<file path="src/verilog/trainer_pkg.sv">
package trainer_pkg;

  //////////////////////////////////////////////////
  // Widths and sizes
  //////////////////////////////////////////////////

  localparam int DATA_W  = 32;  // Every data word
  localparam int SIZE_L  = 4;   // Gate elements per step
  localparam int SIZE_X  = 4;   // Input values per step
  localparam int L_IDX_W = 2;   // Index into l
  localparam int X_IDX_W = 2;   // Index into x
  localparam int T_W     = 8;   // Step count

  //////////////////////////////////////////////////
  // Controller phases
  //////////////////////////////////////////////////

  typedef enum logic [2:0] {
    IDLE,   // Waiting for start
    GATE,   // Taking gate elements
    DRAIN,  // Pipeline emptying
    INPUT,  // Taking x values
    OUT_W,  // Streaming dW
    OUT_B,  // Streaming db
    DONE    // Ready pulse next
  } ctrl_state_e;

  //////////////////////////////////////////////////
  // Bundles
  //////////////////////////////////////////////////

  // One gate element from the host
  typedef struct packed {
    logic [DATA_W-1:0] ds;  // State gradient
    logic [DATA_W-1:0] a;   // Activation
    logic [DATA_W-1:0] i;   // Gate value
  } gate_elem_t;

  // One finished delta
  typedef struct packed {
    logic               valid;
    logic [L_IDX_W-1:0] l;
    logic [DATA_W-1:0]  value;
  } delta_t;

  // Readout address into both accumulators
  typedef struct packed {
    logic               en;
    logic [L_IDX_W-1:0] l;
    logic [X_IDX_W-1:0] x;
  } acc_rd_t;

endpackage

</file>
<file path="src/verilog/bias_accumulator.sv">
`timescale 1ns/1ps

module bias_accumulator (
  input  logic                           CLK,
  input  logic                           RST,
  input  logic                           clear,  // Start of run
  input  trainer_pkg::delta_t            delta,
  input  trainer_pkg::acc_rd_t           rd,
  output logic [trainer_pkg::DATA_W-1:0] b_out
);
  import trainer_pkg::*;

  // db[l] = sum over t of di(t;l)

  logic [DATA_W-1:0] db [SIZE_L];

  //////////////////////////////////////////////////
  // Accumulate
  //////////////////////////////////////////////////

  always_ff @(posedge CLK or posedge RST) begin
    if (RST) begin
      for (int l = 0; l < SIZE_L; l++) begin
        db[l] <= '0;
      end
    end else if (clear) begin
      // Fresh run drops the old sums
      for (int l = 0; l < SIZE_L; l++) begin
        db[l] <= '0;
      end
    end else if (delta.valid) begin
      db[delta.l] <= db[delta.l] + delta.value;  // Wraps mod 2^DATA_W
    end
  end

  //////////////////////////////////////////////////
  // Readout
  //////////////////////////////////////////////////

  // One cycle of latency to b_out
  always_ff @(posedge CLK) begin
    if (rd.en) begin
      b_out <= db[rd.l];
    end
  end

endmodule

</file>
<file path="config.mk">
export PLATFORM = sky130hd
export DESIGN_NAME = bias_accumulator
export DESIGN_NICKNAME = d
export VERILOG_FILES = /design/src/verilog/trainer_pkg.sv /design/src/verilog/bias_accumulator.sv
export SDC_FILE = /design/constraint.sdc
export NUM_CORES = 1
export LEC_CHECK = 0
export ABC_CLOCK_PERIOD_IN_PS = 5600
export BUFFER_PORTS_ARGS = -buffer_cell sky130_fd_sc_hd__buf_4
export CAP_MARGIN = 0
export CORE_AREA = 2 2 139 141
export CTS_CLUSTER_DIAMETER = 30
export DETAILED_ROUTE_END_ITERATION = 12
export DIE_AREA = 0 0 141 143
export HOLD_SLACK_MARGIN = 0.03
export PLACE_DENSITY = 0.73
export SYNTH_ARGS = -nofsm -noshare
export SYNTH_HDL_FRONTEND = slang
export SYNTH_SLANG_ARGS = --single-unit
export TNS_END_PERCENT = 30
</file>
<file path="constraint.sdc">
create_clock -name CLK -period 5.6 [get_ports CLK]
set_clock_uncertainty 0.1 [all_clocks]
set_input_delay 0.56 -clock CLK [delete_from_list [all_inputs] [get_ports CLK]]
set_output_delay 0.56 -clock CLK [all_outputs]
set_load 0.02 [all_outputs]
</file>
==> impl_results.md <==
* NetSw at 0.817 mW
* Total gr overflow at 0
* PwrDens at 287 nW/µm²
* GPL Wtd Cong at just under 0.9
* Syn_area_per_cell at 12.1 µm²
* H-tree depth at 4
* Syn-to-layout area delta at 14.1%
* Dpl ws at 1.30 ns
* Syn_nets at 836
* Drt initial violations at 599
* Post-synth EDFFs at 32
* Final ANT Viol Nets at 0
* F_max at 0.255 GHz
* Synth cell count leaders: dfrtp_1 (128), a22o_1 (97), mux4_2 (64), nand2_1 (54), nor2_1 (40)
* DR WL/cell at approximately 23 µm
* Worst skew pair latency at 0.43 ns
* #FFs+latches synth at 160
* Post-Synthesis Cells at 761
* Hold buffers post-CTS at 0
* FILL cells at 1497
* Critical Path RT at around 5.9 ns
* CTS tree: yes
* Min cycle time layout at 3.93 ns
* Drt drc at 0
* Hold Path Class: in -> async
* Relative slew margins at 0.197
* Resized Gates After CTS at 0
* Clk buf depth at 2
* Max-cap violations at 0
* CP startpoint kind: input port
* Netlist cell types at a little over 60
* Site Rows at 50
* Most area-hungry cell type in the Yosys netlist: dfrtp_1
* Routed WL at 23800 µm
* Number of setup buffers added after CTS at 0
* Setup TNS at 0 ns
* Comb pwr share at 0.173
* Leak Pwr at 4.68 nW
* Largest net degree at the start of global routing at 87
* Final hold violation count at 0
* Final setup viols at 0
* First-pass GRT wire length at 37600 µm
* Ys Warns at 0
* WS Path Type: in -> reg
* Syn Std Cell Area at 9180 µm²
* CP Data Arrival Time at 4.19 ns
* Root buffer cell: clkbuf_16
* Sw Share at 0.271
* Starting Density at 0.494
* Top_reg_cell synth: dfrtp_1
* Setup crit end kind: flop
* Die width at 141 µm
* Reg-to-reg startpoint: db[13]$_DFFE_PP0P_
* Hpwl dp at 14800 µm
* R2r endpoint: db[22]$_DFFE_PP0P_
* Final net count at between 800 and 900
* RSZ-0062 raised after global routing: false
* Gr usage total at 0.246
* Most common cell in the netlist: dfrtp_1
* Layout cell share with drive strength beyond 1 at 0.227
* Async S/R FF share, synth at 0.800
* Cts bufs inserted at 17
* Die Y at 143 µm
* Slew Viols, Final at 0
* Antenna Cells at 0
* Share of the synthesized area in the top cell type at 0.349
* IO Port Bufs at 72
* Via density at between 6 and 7
* 1st-pass router iterations at 5
* Core Area at 18600 µm²
* Worst Tran Pin Value at 1.20 ns
* CTS clock-pin slew for the worst setup and hold paths at approximately 0.06 ns
* Setup WS post-layout at roughly 1.7 ns
* R2r setup slk at 2.13 ns
* Outcome: completed
* Dominant cells by area after synthesis: dfrtp_1 (35%), mux4_2 (16%), edfxtp_1 (10%), a22o_1 (9.3%), ha_1 (4.2%)
* Ports at 75
* Seq pwr share at 0.429
* R2R cell count at 9
* Number of vias in the routed layout at 6911
* Number of global-route vias before repair at 6857
* Clock power share at 0.397
* Sequential area share after synthesis at 0.454
* Final core utilization at 0.564
* Maximum VDD drop at 0.212 mV
* Die area at 20200 µm²
* Internal at 2.19 mW
* Clock sink total at 160
* Period utilization at 0.701
* Critical path fanouts, max at 40
* Antenna violations before repair at 0
state kept, by name, summed over array words and instances (netlist names):
signal	count
db	128
b_out	32
stage by stage:
step | instances | instance area [µm²] | hold WS [ns] | total power [mW]
2_1_floorplan | 761 | 9180 | 0.360 | 1.67
3_3_place_gp | 1020 | 9880 | 0.377 | 1.82
3_5_place_dp | 1020 | 9880 | 0.393 | 1.83
4_1_cts | 1052 | 10500 | 0.337 | 3.02
5_1_grt | 1052 | 10500 | 0.396 | 3.12
6_report | 1052 | 10500 | 0.285 | 3.01
layout make-up:
type	count	area (µm²)	share of cell area
multi-input cells	532	4770	0.455
flip-flops and latches	160	4160	0.398
repair buffers	79	593	0.0566
clock buffers	26	489	0.0467
well taps	234	293	0.0280
clock inverters	6	108	0.0103
inverters	15	58.8	0.00561
how the worst max path moves through the flow:
stage,end,slack (ns),startpoint,cells past startpoint
after detailed placement,db[120]$_DFFE_PP0P_,1.30,delta[33],10
final,db[22]$_DFFE_PP0P_,1.67,delta[33],12
after global placement,db[30]$_DFFE_PP0P_,1.31,delta[33],11
after CTS,db[22]$_DFFE_PP0P_,1.74,delta[33],10
after floorplan,db[0]$_DFFE_PP0P_,1.53,RST,1
after global routing,db[94]$_DFFE_PP0P_,1.41,delta[33],11
routing by layer:
metal  vias to the layer above  GRT usage  part of all wire
li1                       3085          -                 -
met1                      3487      0.332              0.42
met2                       284      0.398              0.49
met3                        55     0.0366             0.066
met4                         0      0.109             0.033
met5                         -          0                 0
cells in the final DEF (no fill, tap or decap), types with 13 or more instances in the layout:
master	count
ha_1	31
buf_4	79
dfrtp_1	128
xnor2_1	15
o21ai_0	32
mux4_2	64
inv_1	14
edfxtp_1	32
nor3_1	14
nor2_1	38
nand2_1	54
a22o_1	97
nand3_1	13
a21oi_1	38
clkbuf_16	17
critical path, cell delays in order:
cell and delay, ns:
buf_4 0.58, mux4_2 0.59, ha_1 0.21, inv_1 0.07, fa_1 0.22, nor2b_1 0.07, o2111ai_1 0.26, a21oi_1 0.23
a211oi_2 0.57, o21ai_1 0.17, xor2_1 0.40, a22o_1 0.21
power groups by stage:
stage	combinational [mW]	clock, mW	sequential [mW]
finish	0.522	1.20	1.29
CTS	0.520	1.21	1.29
global route	0.567	1.25	1.30
floorplan	0.348	0	1.32
global placement	0.510	0	1.31
detailed placement	0.516	0	1.31
cell families after synthesis:
group,count (synthesis),share of synthesized area
AOI/OAI and AO/OA,250,0.203
and+or+nand+nor,151,0.0740
adders and majority gates,32,0.0444
muxes,76,0.170
xor gates and xnor gates,23,0.0228
buffers and inverters,69,0.0320
DFF,160,0.454
Note: power is estimated with default switching activity, not from simulation.
