--- src/verilog/trainer_pkg.sv ---
package trainer_pkg;

  //////////////////////////////////////////////////
  // Widths and sizes
  //////////////////////////////////////////////////

  localparam int DATA_W  = 32;  // Every data word
  localparam int SIZE_L  = 4;   // Gate elements per step
  localparam int SIZE_X  = 4;   // Input values per step
  localparam int L_IDX_W = 2;   // Index into l
  localparam int X_IDX_W = 2;   // Index into x
  localparam int T_W     = 8;   // Step count

  //////////////////////////////////////////////////
  // Controller phases
  //////////////////////////////////////////////////

  typedef enum logic [2:0] {
    IDLE,   // Waiting for start
    GATE,   // Taking gate elements
    DRAIN,  // Pipeline emptying
    INPUT,  // Taking x values
    OUT_W,  // Streaming dW
    OUT_B,  // Streaming db
    DONE    // Ready pulse next
  } ctrl_state_e;

  //////////////////////////////////////////////////
  // Bundles
  //////////////////////////////////////////////////

  // One gate element from the host
  typedef struct packed {
    logic [DATA_W-1:0] ds;  // State gradient
    logic [DATA_W-1:0] a;   // Activation
    logic [DATA_W-1:0] i;   // Gate value
  } gate_elem_t;

  // One finished delta
  typedef struct packed {
    logic               valid;
    logic [L_IDX_W-1:0] l;
    logic [DATA_W-1:0]  value;
  } delta_t;

  // Readout address into both accumulators
  typedef struct packed {
    logic               en;
    logic [L_IDX_W-1:0] l;
    logic [X_IDX_W-1:0] x;
  } acc_rd_t;

endpackage

--- src/verilog/trainer_controller.sv ---
`timescale 1ns/1ps

module trainer_controller (
  input  logic                            CLK,
  input  logic                            RST,
  input  logic                            start,
  input  logic [trainer_pkg::T_W-1:0]     size_t,       // Steps in this run
  input  logic                            gate_valid,
  input  logic                            x_valid,
  input  logic                            delta_valid,  // From the pipeline
  output logic [trainer_pkg::L_IDX_W-1:0] gate_l,
  output logic                            gate_accept,
  output logic                            gate_enable,
  output logic                            x_enable,
  output logic                            clear,
  output trainer_pkg::acc_rd_t            rd,
  output logic                            w_valid,
  output logic                            b_valid,
  output logic                            ready
);
  import trainer_pkg::*;

  ctrl_state_e        state;
  logic [L_IDX_W-1:0] elem_cnt;  // Gate elements taken this step
  logic [L_IDX_W-1:0] dlt_cnt;   // Deltas out of the pipeline
  logic [X_IDX_W-1:0] x_cnt;     // x values taken this step
  logic [T_W-1:0]     step_cnt;  // Steps finished
  logic [T_W-1:0]     t_total;   // Latched size_t
  logic [L_IDX_W-1:0] rd_l;      // Readout row
  logic [X_IDX_W-1:0] rd_x;      // Readout column
  logic               x_accept;
  logic               gate_last, dlt_last, x_last, step_last;
  logic               rd_l_last, rd_x_last;

  //////////////////////////////////////////////////
  // Host side levels
  //////////////////////////////////////////////////

  assign gate_enable = (state == GATE);
  assign x_enable    = (state == INPUT);
  assign gate_accept = gate_valid & gate_enable;  // Strobes outside GATE dropped
  assign x_accept    = x_valid & x_enable;
  assign gate_l      = elem_cnt;  // Tags the element with its l
  assign clear       = start & (state == IDLE);  // Single cycle

  assign gate_last = (elem_cnt == L_IDX_W'(SIZE_L - 1));
  assign dlt_last  = (dlt_cnt == L_IDX_W'(SIZE_L - 1));
  assign x_last    = (x_cnt == X_IDX_W'(SIZE_X - 1));
  assign rd_l_last = (rd_l == L_IDX_W'(SIZE_L - 1));
  assign rd_x_last = (rd_x == X_IDX_W'(SIZE_X - 1));
  // size_t of 0 behaves like 1
  assign step_last = (T_W'(step_cnt + 1'b1) >= t_total);

  // Same address feeds both accumulators
  assign rd = '{en: (state == OUT_W) || (state == OUT_B), l: rd_l, x: rd_x};

  //////////////////////////////////////////////////
  // Phase FSM
  //////////////////////////////////////////////////

  always_ff @(posedge CLK or posedge RST) begin
    if (RST) begin
      state    <= IDLE;
      elem_cnt <= '0;
      dlt_cnt  <= '0;
      x_cnt    <= '0;
      step_cnt <= '0;
      t_total  <= '0;
      rd_l     <= '0;
      rd_x     <= '0;
      w_valid  <= 1'b0;
      b_valid  <= 1'b0;
      ready    <= 1'b0;
    end else begin
      // Flags trail the read enable by the read latency
      w_valid <= (state == OUT_W);
      b_valid <= (state == OUT_B);
      ready   <= (state == DONE);

      // Deltas may land during GATE or DRAIN
      if (delta_valid) begin
        dlt_cnt <= dlt_last ? '0 : dlt_cnt + 1'b1;
      end

      case (state)
        IDLE: begin
          if (start) begin
            state    <= GATE;
            t_total  <= size_t;
            step_cnt <= '0;
            elem_cnt <= '0;
            dlt_cnt  <= '0;
            x_cnt    <= '0;
            rd_l     <= '0;
            rd_x     <= '0;
          end
        end

        GATE: begin
          if (gate_accept) begin
            elem_cnt <= gate_last ? '0 : elem_cnt + 1'b1;
            if (gate_last) begin
              state <= DRAIN;  // gate_enable drops here
            end
          end
        end

        DRAIN: begin
          // Last delta reaches the buffer on this edge too
          if (delta_valid && dlt_last) begin
            state <= INPUT;
          end
        end

        INPUT: begin
          if (x_accept) begin
            x_cnt <= x_last ? '0 : x_cnt + 1'b1;
            if (x_last) begin
              step_cnt <= step_cnt + 1'b1;
              state    <= step_last ? OUT_W : GATE;
            end
          end
        end

        OUT_W: begin  // l outer, x inner
          rd_x <= rd_x_last ? '0 : rd_x + 1'b1;
          if (rd_x_last) begin
            rd_l <= rd_l_last ? '0 : rd_l + 1'b1;
            if (rd_l_last) begin
              state <= OUT_B;  // No gap before db
            end
          end
        end

        OUT_B: begin
          rd_l <= rd_l_last ? '0 : rd_l + 1'b1;
          if (rd_l_last) begin
            state <= DONE;
          end
        end

        DONE: begin
          state <= IDLE;  // ready rises on this edge
        end

        default: begin
          state <= IDLE;
        end
      endcase
    end
  end

endmodule

--- config.mk ---
export PLATFORM = sky130hd
export DESIGN_NAME = trainer_controller
export DESIGN_NICKNAME = d
export VERILOG_FILES = /design/src/verilog/trainer_pkg.sv /design/src/verilog/trainer_controller.sv
export SDC_FILE = /design/constraint.sdc
export NUM_CORES = 1
export LEC_CHECK = 0
export ABC_CLOCK_PERIOD_IN_PS = 5100
export BUFFER_PORTS_ARGS = -buffer_cell sky130_fd_sc_hd__buf_4
export CAP_MARGIN = 0
export CORE_MARGIN = 2
export CORE_UTILIZATION = 35
export DETAILED_ROUTE_END_ITERATION = 12
export PLACE_DENSITY_LB_ADDON = 0.15
export RECOVER_POWER = 100
export SYNTH_ARGS = -nofsm -noshare
export SYNTH_HDL_FRONTEND = slang
export SYNTH_SLANG_ARGS = --single-unit
--- constraint.sdc ---
create_clock -name CLK -period 5.1 [get_ports CLK]
set_clock_uncertainty 0.1 [all_clocks]
set_input_delay 0.51 -clock CLK [delete_from_list [all_inputs] [get_ports CLK]]
set_output_delay 0.51 -clock CLK [all_outputs]
set_load 0.01 [all_outputs]
==> results of run 1 <==
[power by group through the flow]
stage	Sequential, W	Clock, W	Combinational [W]
2_1_floorplan	0.000370	0	0.000264
3_3_place_gp	0.000392	0	0.000347
3_5_place_dp	0.000393	0	0.000350
4_1_cts	0.000389	0.000211	0.000353
5_1_grt	0.000403	0.000223	0.000384
6_report	0.000388	0.000203	0.000325
[kinds of logic (layout without fill, tap and decap cells)]
kind of cell | after synthesis | in the layout | synth area share
simple gates | 66 | 66 | 0.192
compound gates | 42 | 42 | 0.160
flops | 32 | 32 | 0.450
buf+inv | 22 | 53 | 0.0528
fa+ha+maj | 14 | 14 | 0.0985
xor+xnor | 7 | 7 | 0.0345
mux | 2 | 2 | 0.0120
[Yosys cell counts, types with 2 or more instances]
cell,instances,share of area
xor2_1,3,0.015
or3_1,2,0.0070
nand4_1,3,0.011
nor2_1,9,0.019
nand3_1,8,0.023
xnor2_1,4,0.020
o31ai_1,3,0.013
nor3_1,5,0.014
nand2_1,21,0.044
a22o_1,7,0.034
a21oi_1,4,0.011
inv_1,15,0.032
and2_1,2,0.0070
inv_2,2,0.0042
buf_2,3,0.0084
dfrtp_1,32,0.45
ha_1,14,0.099
nor2b_1,4,0.014
o21ai_0,16,0.045
nor2_2,2,0.0070
[metal layers]
metal,vias to the layer above,GRT usage,part of all wire
li1,710,-,-
met1,653,0.214,0.51
met2,31,0.196,0.41
met3,4,0.0361,0.063
met4,0,0.0468,0.0091
met5,-,0,0
[flip-flops by register name, summed over array words and instances (netlist names)]
register and cells:
step_cnt 8, t_total 8, state 3, dlt_cnt 2
gate_l 2, rd_l 2, rd_x 2, x_cnt 2
b_valid 1, ready 1, w_valid 1
[worst paths after layout]
check	start	end
setup / recovery	state[1]$_DFFE_PP0P_	clear
hold / removal	size_t[0]	t_total[0]$_DFFE_PP0P_
setup reg to reg	step_cnt[0]$_DFFE_PP0P_	state[2]$_DFFE_PP0P_
hold reg to reg	t_total[0]$_DFFE_PP0P_	t_total[0]$_DFFE_PP0P_
max in group asynchronous	RST	step_cnt[1]$_DFFE_PP0P_
min in group asynchronous	RST	dlt_cnt[1]$_DFF_PP0_
[worst max-delay path, cell delays in order, from the launching register on]
cell      delay (ns)
dfrtp_1         0.51
nor2_1          0.30
nand3b_2        0.21
inv_1           0.46
clkbuf_1        0.20
[area by class of cell]
cell class	count	area, sq um
well taps	67	83.8
multi-input cells	131	868
clock buffers	6	82.6
clock inverters	2	10.0
inverters	17	63.8
repair buffers	28	158
fillers	545	2750
flip-flops and latches	32	801
[per-stage QoR]
stage	total power (W)	instance area [sq um]	std cells	util
6_report	0.000917	2070	283	0.429
5_1_grt	0.00101	2070	283	0.429
4_1_cts	0.000952	2130	283	0.443
3_5_place_dp	0.000743	2040	275	0.424
3_3_place_gp	0.000740	2040	275	0.424
2_1_floorplan	0.000633	1780	185	-
==> key figures, run 1 <==
GRT
  – Largest net degree at the start of global routing: 33
  – Overflow after GRT: 0
  – Vias in the first global route: between 1000 and 1500
  – First-pass GRT wire length: 5940 microns
  – Total track usage: 0.142
  – Initial antenna violation count: 0

Detailed routing
  – Via count: approximately 1400
  – DRT iter0 DRCs: 75
  – WL final: 3620 microns
  – Routed Antenna Nets: 0
  – Wire per inst: 12.8 microns
  – # DRC: 0
  – Pre-antenna DRT Iters: 4
  – Vias per cell: 4.94

Cells and area
  – Layout area overhead: 16.3%
  – Leading cell types in the layout, fill and taps excluded: dfrtp_1 (32), nand2_1 (21), inv_1 (17)
  – Share of cells above drive strength 1: 0.120
  – Most common cell after layout, fill and taps aside: dfrtp_1
  – # nets final: 243
  – Diode count: 0

Synth
  – Post-synth EDFFs: 0
  – Ys flop type: dfrtp_1
  – Seq cells post-synth: 32
  – Synth cell types: between 40 and 50
  – FFs w/ async S/R, synth: 1.00
  – Yosys warning total: 0
  – Synthesized instance count: 185
  – Syn nets: approximately 210
  – Mapped Area: ~0.0018 sq mm
  – Mean Syn Cell Area: 9.61 sq um
  – Sequential-to-total area share from yosys stat: 0.450

Power
  – Int Power: 0.000573 W
  – Pwr Density: 443 mW/mm^2
  – Part of the power in registers: 0.424
  – Leakage: 1.02 nW
  – Comb pwr share: 0.355
  – Clock power share: 0.222
  – Sw Share: 0.375
  – Peak supply drop: ~0.20 mV
  – Sw power: 0.000344 W

CTS
  – CTS tree: yes
  – CTS Buffer Depth: 2
  – Worst-path clk slew: around 0.060 ns
  – Post-CTS setup buffer count: 0
  – Clock root buffer: clkbuf_8
  – Clock Sinks: 32
  – H-tree depth: 2
  – Clk_lat worst skew: 0.28 ns
  – CTS Buf Count: 5
  – # resized after CTS: 0
  – Hold buffer count at cts: 0

Timing
  – Total Neg Setup Slack: 0 ns
  – Fin. max-slew vios: 33
  – Fmax: slightly below 400 MHz
  – Slew headroom: -0.183
  – Hold slack final: 0.322 ns
  – Slack of the critical path: 2.53 ns
  – Final hold viol count: 0
  – Period utilisation layout: 0.504
  – Unrepaired setup endpoints after global routing: no
  – Final min period: approximately 2.6 ns
  – Setup violators final: 0
  – Actual slew at the worst max-slew pin: roughly 1.8 ns

Worst setup path
  – Critical Path AT: 1.96 ns
  – Critical-path maximum fanout: 20
  – WS Path Type: reg2out
  – FF-to-FF setup slack: roughly 2.6 ns
  – Crit. End Element: output port
  – Critical path data required time: between 4 and 5 ns
  – Type of element launching the critical path: register
  – Worst R2R Path Depth: 9

Status
  – Outcome: complete, but fails checks
  – Failing checks: max-capacitance violations, max-slew violations

Die
  – Die Y: 75.3 microns
  – Rows: 25
  – Die Footprint: 0.00567 sq mm
  – Core ar.: roughly 0.0048 sq mm
  – Starting Density: 0.369
  – I/O pins: 28
  – Die width: 75.3 microns

Place
  – Port-buffer cells: 27
  – HPWL Detailed: between 2000 and 3000 microns
  – Gpl congestion: between 0.7 and 0.8
  – Pre-CTS setup slack: 2.61 ns

Worst hold path
  – Worst Hold Path Cells: 3
  – Worst hold path class: in2reg

Flow run
  – Max Cap Viol: 1
No activity file was read; power rests on OpenSTA's default activity.
==> run 2, diff against run 1 <==
--- a/config.mk
+++ b/config.mk
@@ -5,7 +5,7 @@
 export SDC_FILE = /design/constraint.sdc
 export NUM_CORES = 1
 export LEC_CHECK = 0
-export ABC_CLOCK_PERIOD_IN_PS = 5100
+export ABC_CLOCK_PERIOD_IN_PS = 2700
 export BUFFER_PORTS_ARGS = -buffer_cell sky130_fd_sc_hd__buf_4
 export CAP_MARGIN = 0
 export CORE_MARGIN = 2
==> constraint.sdc (replaced) <==
create_clock -name CLK -period 2.7 [get_ports CLK]
set_clock_uncertainty 0.1 [all_clocks]
set_input_delay 0.27 -clock CLK [delete_from_list [all_inputs] [get_ports CLK]]
set_output_delay 0.27 -clock CLK [all_outputs]
set_load 0.01 [all_outputs]
==> key figures, run 2 (synthesis results as in run 1) <==
Worst setup path
  – Critical-path maximum fanout: 6
  – FF-to-FF setup slack: 0.17 ns
  – Worst R2R Path Depth: 9
  – Worst r2r dst: state[2]$_DFFE_PP0P_
  – WS Path Type: reg2reg
  – Critical path data required time: 2.77 ns
  – Critical Path AT: 2.59 ns
  – Crit. End Element: register
  – Type of element launching the critical path: register
  – FF-to-FF Start: step_cnt[0]$_DFFE_PP0P_

Detailed routing
  – Wire per inst: around 13 microns
  – Pre-antenna DRT Iters: 4
  – WL final: 3710 microns
  – Via count: approximately 1400
  – Routed Antenna Nets: 0
  – DRT iter0 DRCs: slightly below 80
  – Vias per cell: around 4.9
  – # DRC: 0

Flow run
  – Max Cap Viol: 0

Power
  – Peak supply drop: roughly 0.42 mV
  – PnR Total Power: 0.00174 W
  – Leakage: between 1 and 1.5 nW
  – Pwr Density: 835 mW/mm^2

Worst hold path
  – Min-Delay Endpoint: t_total[0]$_DFFE_PP0P_
  – Worst hold path class: in2reg
  – Hold path start: size_t[0]
  – Worst Hold Path Cells: 3

Cells and area
  – # nets final: 246
  – Share of cells above drive strength 1: 0.119
  – Regs by FF count: step_cnt (8), t_total (8), state (3)
  – Most common cell after layout, fill and taps aside: dfrtp_1
  – Post-Layout Inst Area: 0.00209 sq mm
  – Layout area overhead: 17.4%
  – Leading cell types in the layout, fill and taps excluded: dfrtp_1 (32), nand2_1 (21), inv_1 (17), o21ai_0 (17), clkbuf_1 (17)
  – Diode count: 0

Timing
  – Fmax: a little under 400 MHz
  – Total Neg Setup Slack: 0 ns
  – Final min period: roughly 2.5 ns
  – Period utilisation layout: 0.936
  – Hold slack final: 0.0778 ns
  – Final hold viol count: 0
  – Fin. max-slew vios: 0
  – Slack of the critical path: 0.172 ns
  – Unrepaired setup endpoints after global routing: no
  – Actual slew at the worst max-slew pin: 0.965 ns
  – Setup violators final: 0
  – Slew headroom: 0.357

Place
  – DP Area: roughly 0.0021 sq mm
  – Pre-CTS setup slack: 0.216 ns
  – HPWL Detailed: roughly 2700 microns
  – Port-buffer cells: 27
  – Gpl congestion: 0.785

CTS
  – Post-CTS setup buffer count: 0
  – CTS Buf Count: 5
  – Clock root buffer: clkbuf_8
  – # resized after CTS: 0
  – CTS tree: yes
  – Worst-path clk slew: about 0.070 ns
  – H-tree depth: 2
  – Clock Sinks: 32
  – Clk_lat worst skew: 0.28 ns
  – CTS Buffer Depth: 2
  – Hold buffer count at cts: 1

Die
  – Core ar.: ~0.0048 sq mm
  – Die Footprint: 0.00567 sq mm
  – Rows: 25
  – I/O pins: 28
  – Die Y: roughly 75 microns
  – Starting Density: 0.369
  – Die width: 75.3 microns

GRT
  – Total track usage: 0.150
  – Vias in the first global route: ~1300
  – Initial antenna violation count: 0
  – First-pass GRT wire length: 6240 microns
  – Overflow after GRT: 0
  – Largest net degree at the start of global routing: 21

Status
  – Outcome: complete, no violations
==> run 2: changes by cell type in the layout (fill, tap and decap cells not counted), sizes merged <==
cell,change
dlygate4sd3,+1
buf,-1
clkbuf,+3
==> run 2: how the worst max path moves through the flow <==
| stage | startpoint | endpoint | slack (ns) | depth (start not counted) |
|---|---|---|---|---|
| floorplan | step_cnt[0]$_DFFE_PP0P_ | state[2]$_DFFE_PP0P_ | 0.42 | 9 |
| global placement | step_cnt[0]$_DFFE_PP0P_ | state[2]$_DFFE_PP0P_ | 0.31 | 9 |
| detailed placement | step_cnt[0]$_DFFE_PP0P_ | state[2]$_DFFE_PP0P_ | 0.22 | 9 |
| CTS | step_cnt[0]$_DFFE_PP0P_ | state[2]$_DFFE_PP0P_ | 0.21 | 9 |
| global route | step_cnt[0]$_DFFE_PP0P_ | state[2]$_DFFE_PP0P_ | 0.009 | 9 |
| finish | step_cnt[0]$_DFFE_PP0P_ | state[2]$_DFFE_PP0P_ | 0.17 | 9 |
==> run 2: per-stage QoR <==
| stage | cells | utilization |
|---|---|---|
| after floorplan | 185 | - |
| after global placement | 277 | 0.427 |
| after detailed placement | 277 | 0.427 |
| after CTS | 286 | 0.448 |
| after global routing | 286 | 0.433 |
| final | 286 | 0.433 |
==> run 2: power by group <==
part           internal (W)  total [W]  switching, W  leakage, nW
clock              0.000203   0.000386      0.000183       0.0510
combinational      0.000265   0.000661      0.000395        0.573
sequential         0.000615   0.000695     0.0000800        0.405
total               0.00108    0.00174      0.000658         1.03
==> run 2: routing by layer <==
| metal | global-route usage | wire [microns] |
|---|---|---|
| met1 | 0.215 | 1860 |
| met2 | 0.212 | 1620 |
| met3 | 0.0455 | 184 |
| met4 | 0.0526 | 53 |
| met5 | 0 | 0 |
==> run 2: worst max-delay path, cell delays in order, from the launching register on <==
cell and delay, ns:
dfrtp_1 0.44, ha_1 0.27, nand3_1 0.13, nor3_1 0.23
xor2_1 0.22, ha_1 0.27, o21a_1 0.20, a21oi_1 0.15
nor2_1 0.05, or3_1 0.34
==> run 2: layout make-up <==
class | instances | area (sq um)
repair buffers | 31 | 171
multi-input cells | 131 | 875
clock buffers | 6 | 82.6
flip-flops and latches | 32 | 801
fillers | 520 | 2730
clock inverters | 2 | 10.0
well taps | 67 | 83.8
inverters | 17 | 63.8
==> run 3, diff against run 2 <==
--- a/config.mk
+++ b/config.mk
@@ -8,8 +8,10 @@
 export ABC_CLOCK_PERIOD_IN_PS = 2700
 export BUFFER_PORTS_ARGS = -buffer_cell sky130_fd_sc_hd__buf_4
 export CAP_MARGIN = 0
+export CORE_ASPECT_RATIO = 2
 export CORE_MARGIN = 2
 export CORE_UTILIZATION = 35
+export CTS_CLUSTER_DIAMETER = 40
 export DETAILED_ROUTE_END_ITERATION = 12
 export PLACE_DENSITY_LB_ADDON = 0.15
 export RECOVER_POWER = 100
==> key figures, run 3 (synthesis results as in run 1) <==
Cells and area
  – Fill cells: 517
  – Regs by FF count: step_cnt (8), t_total (8), state (3)
  – Layout area overhead: 17.5%
  – # nets final: about 250
  – Post-Layout Inst Area: about 0.0021 sq mm
  – Diode count: 0
  – Share of cells above drive strength 1: 0.119
  – Leading cell types in the layout, fill and taps excluded: dfrtp_1 (32), nand2_1 (21), inv_1 (17), o21ai_0 (17), clkbuf_1 (15)
  – Most common cell after layout, fill and taps aside: dfrtp_1

Power
  – Peak supply drop: 0.442 mV
  – PnR Total Power: 0.00183 W
  – Pwr Density: 874 mW/mm^2
  – Int Power: about 0.0012 W
  – Sw power: 0.000668 W
  – Clock power share: 0.255
  – Sw Share: 0.366
  – Leakage: 1.03 nW
  – Comb pwr share: 0.353
  – Part of the power in registers: 0.392

Timing
  – Actual slew at the worst max-slew pin: approximately 0.8 ns
  – Total Neg Setup Slack: 0 ns
  – Hold slack final: 0.0783 ns
  – Slew headroom: 0.460
  – Final hold viol count: 0
  – Fmax: 406 MHz
  – Setup violators final: 0
  – Period utilisation layout: 0.911
  – Fin. max-slew vios: 0
  – Unrepaired setup endpoints after global routing: no
  – Final min period: between 2 and 2.5 ns

Detailed routing
  – DRT iter0 DRCs: 15
  – Pre-antenna DRT Iters: 4
  – Wire per inst: 14.2 microns
  – Routed Antenna Nets: 0
  – Vias per cell: about 5.2
  – WL final: a little under 4000 microns
  – # DRC: 0
  – Via count: between 1000 and 1500

Status
  – Outcome: complete, no violations

GRT
  – Total track usage: 0.156
  – Overflow after GRT: 0
  – First-pass GRT wire length: 6440 microns
  – Initial antenna violation count: 0
  – Vias in the first global route: approximately 1400
  – Largest net degree at the start of global routing: 33

Die
  – Rows: 36
  – Core ar.: 0.00486 sq mm
  – I/O pins: 28
  – Die Y: around 100 microns
  – Die width: 54.4 microns
  – Die Footprint: 0.00570 sq mm
  – Starting Density: 0.365

Worst hold path
  – Worst hold path class: in2reg

CTS
  – Clock Sinks: 32
  – Clock root buffer: clkbuf_8
  – Hold buffer count at cts: 1
  – H-tree depth: 2
  – CTS tree: yes
  – CTS Buffer Depth: 2
  – # resized after CTS: 0
  – Clk_lat worst skew: 0.29 ns
  – CTS Buf Count: 5
  – Post-CTS setup buffer count: 0
  – Worst-path clk slew: 0.07 ns

Place
  – Gpl congestion: 0.788
  – DP Area: 0.00204 sq mm
  – Port-buffer cells: 27
  – HPWL Detailed: 2960 microns

Worst setup path
  – Critical-path maximum fanout: 6
  – WS Path Type: reg2reg
  – Type of element launching the critical path: register
  – Critical path data required time: 2.77 ns
  – Critical Path AT: ~2.5 ns
  – Crit. End Element: register

Flow run
  – Max Cap Viol: 0
run 3: cell count changes in the layout (fill, tap and decap cells not counted), moves of 2 or more:
cell	change
and2_1	-2
and2_0	+2
clkbuf_1	-2
buf_4	+2
run 3: worst paths after layout:
kind | from | to | slack [ns] | depth (start not counted)
min reg2reg | x_cnt[0]$_DFFE_PP0P_ | x_cnt[0]$_DFFE_PP0P_ | 0.40 | 1
min in group asynchronous | RST | state[1]$_DFFE_PP0P_ | 0.67 | 4
max | step_cnt[0]$_DFFE_PP0P_ | state[2]$_DFFE_PP0P_ | 0.24 | 9
min | size_t[7] | t_total[7]$_DFFE_PP0P_ | 0.08 | 3
max in group asynchronous | RST | step_cnt[4]$_DFFE_PP0P_ | 1.32 | 4
max reg2reg | step_cnt[0]$_DFFE_PP0P_ | state[2]$_DFFE_PP0P_ | 0.24 | 9
run 3: worst max-delay path, cell delays in order, from the launching register on:
cell and delay (ns):
dfrtp_1 0.43, ha_1 0.25, nand3_1 0.13, nor3_1 0.19, xor2_1 0.23, ha_1 0.28
o21a_1 0.21, a21oi_1 0.14, nor2_1 0.05, or3_1 0.33
run 3: per-stage QoR:
step / worst slack, ns / instances / utilization
2_1_floorplan: 0.420 / 185 / -
4_1_cts: 0.247 / 276 / 0.444
3_3_place_gp: 0.299 / 267 / 0.420
6_report: 0.239 / 276 / 0.429
5_1_grt: 0.106 / 276 / 0.429
3_5_place_dp: 0.268 / 267 / 0.420
run 3: power groups by stage:
stage	Combinational (W)	Clock, W	Sequential (W)
6_report	0.000645	0.000465	0.000716
5_1_grt	0.000757	0.000497	0.000734
4_1_cts	0.000709	0.000476	0.000720
3_5_place_dp	0.000702	0	0.000729
3_3_place_gp	0.000693	0	0.000726
2_1_floorplan	0.000498	0	0.000699
run 3: layer usage:
metal | track usage | part of all wire
met1 | 0.159 | 0.38
met3 | 0.0300 | 0.038
met2 | 0.275 | 0.55
met4 | 0.0821 | 0.033
met5 | 0 | 0
run 3: layout make-up:
class	count	area, sq um	area share
well taps	57	71.3	0.0342
clock inverters	2	35.0	0.0168
repair buffers	31	180	0.0863
multi-input cells	131	865	0.414
flip-flops and latches	32	801	0.383
clock buffers	6	72.6	0.0348
inverters	17	63.8	0.0306
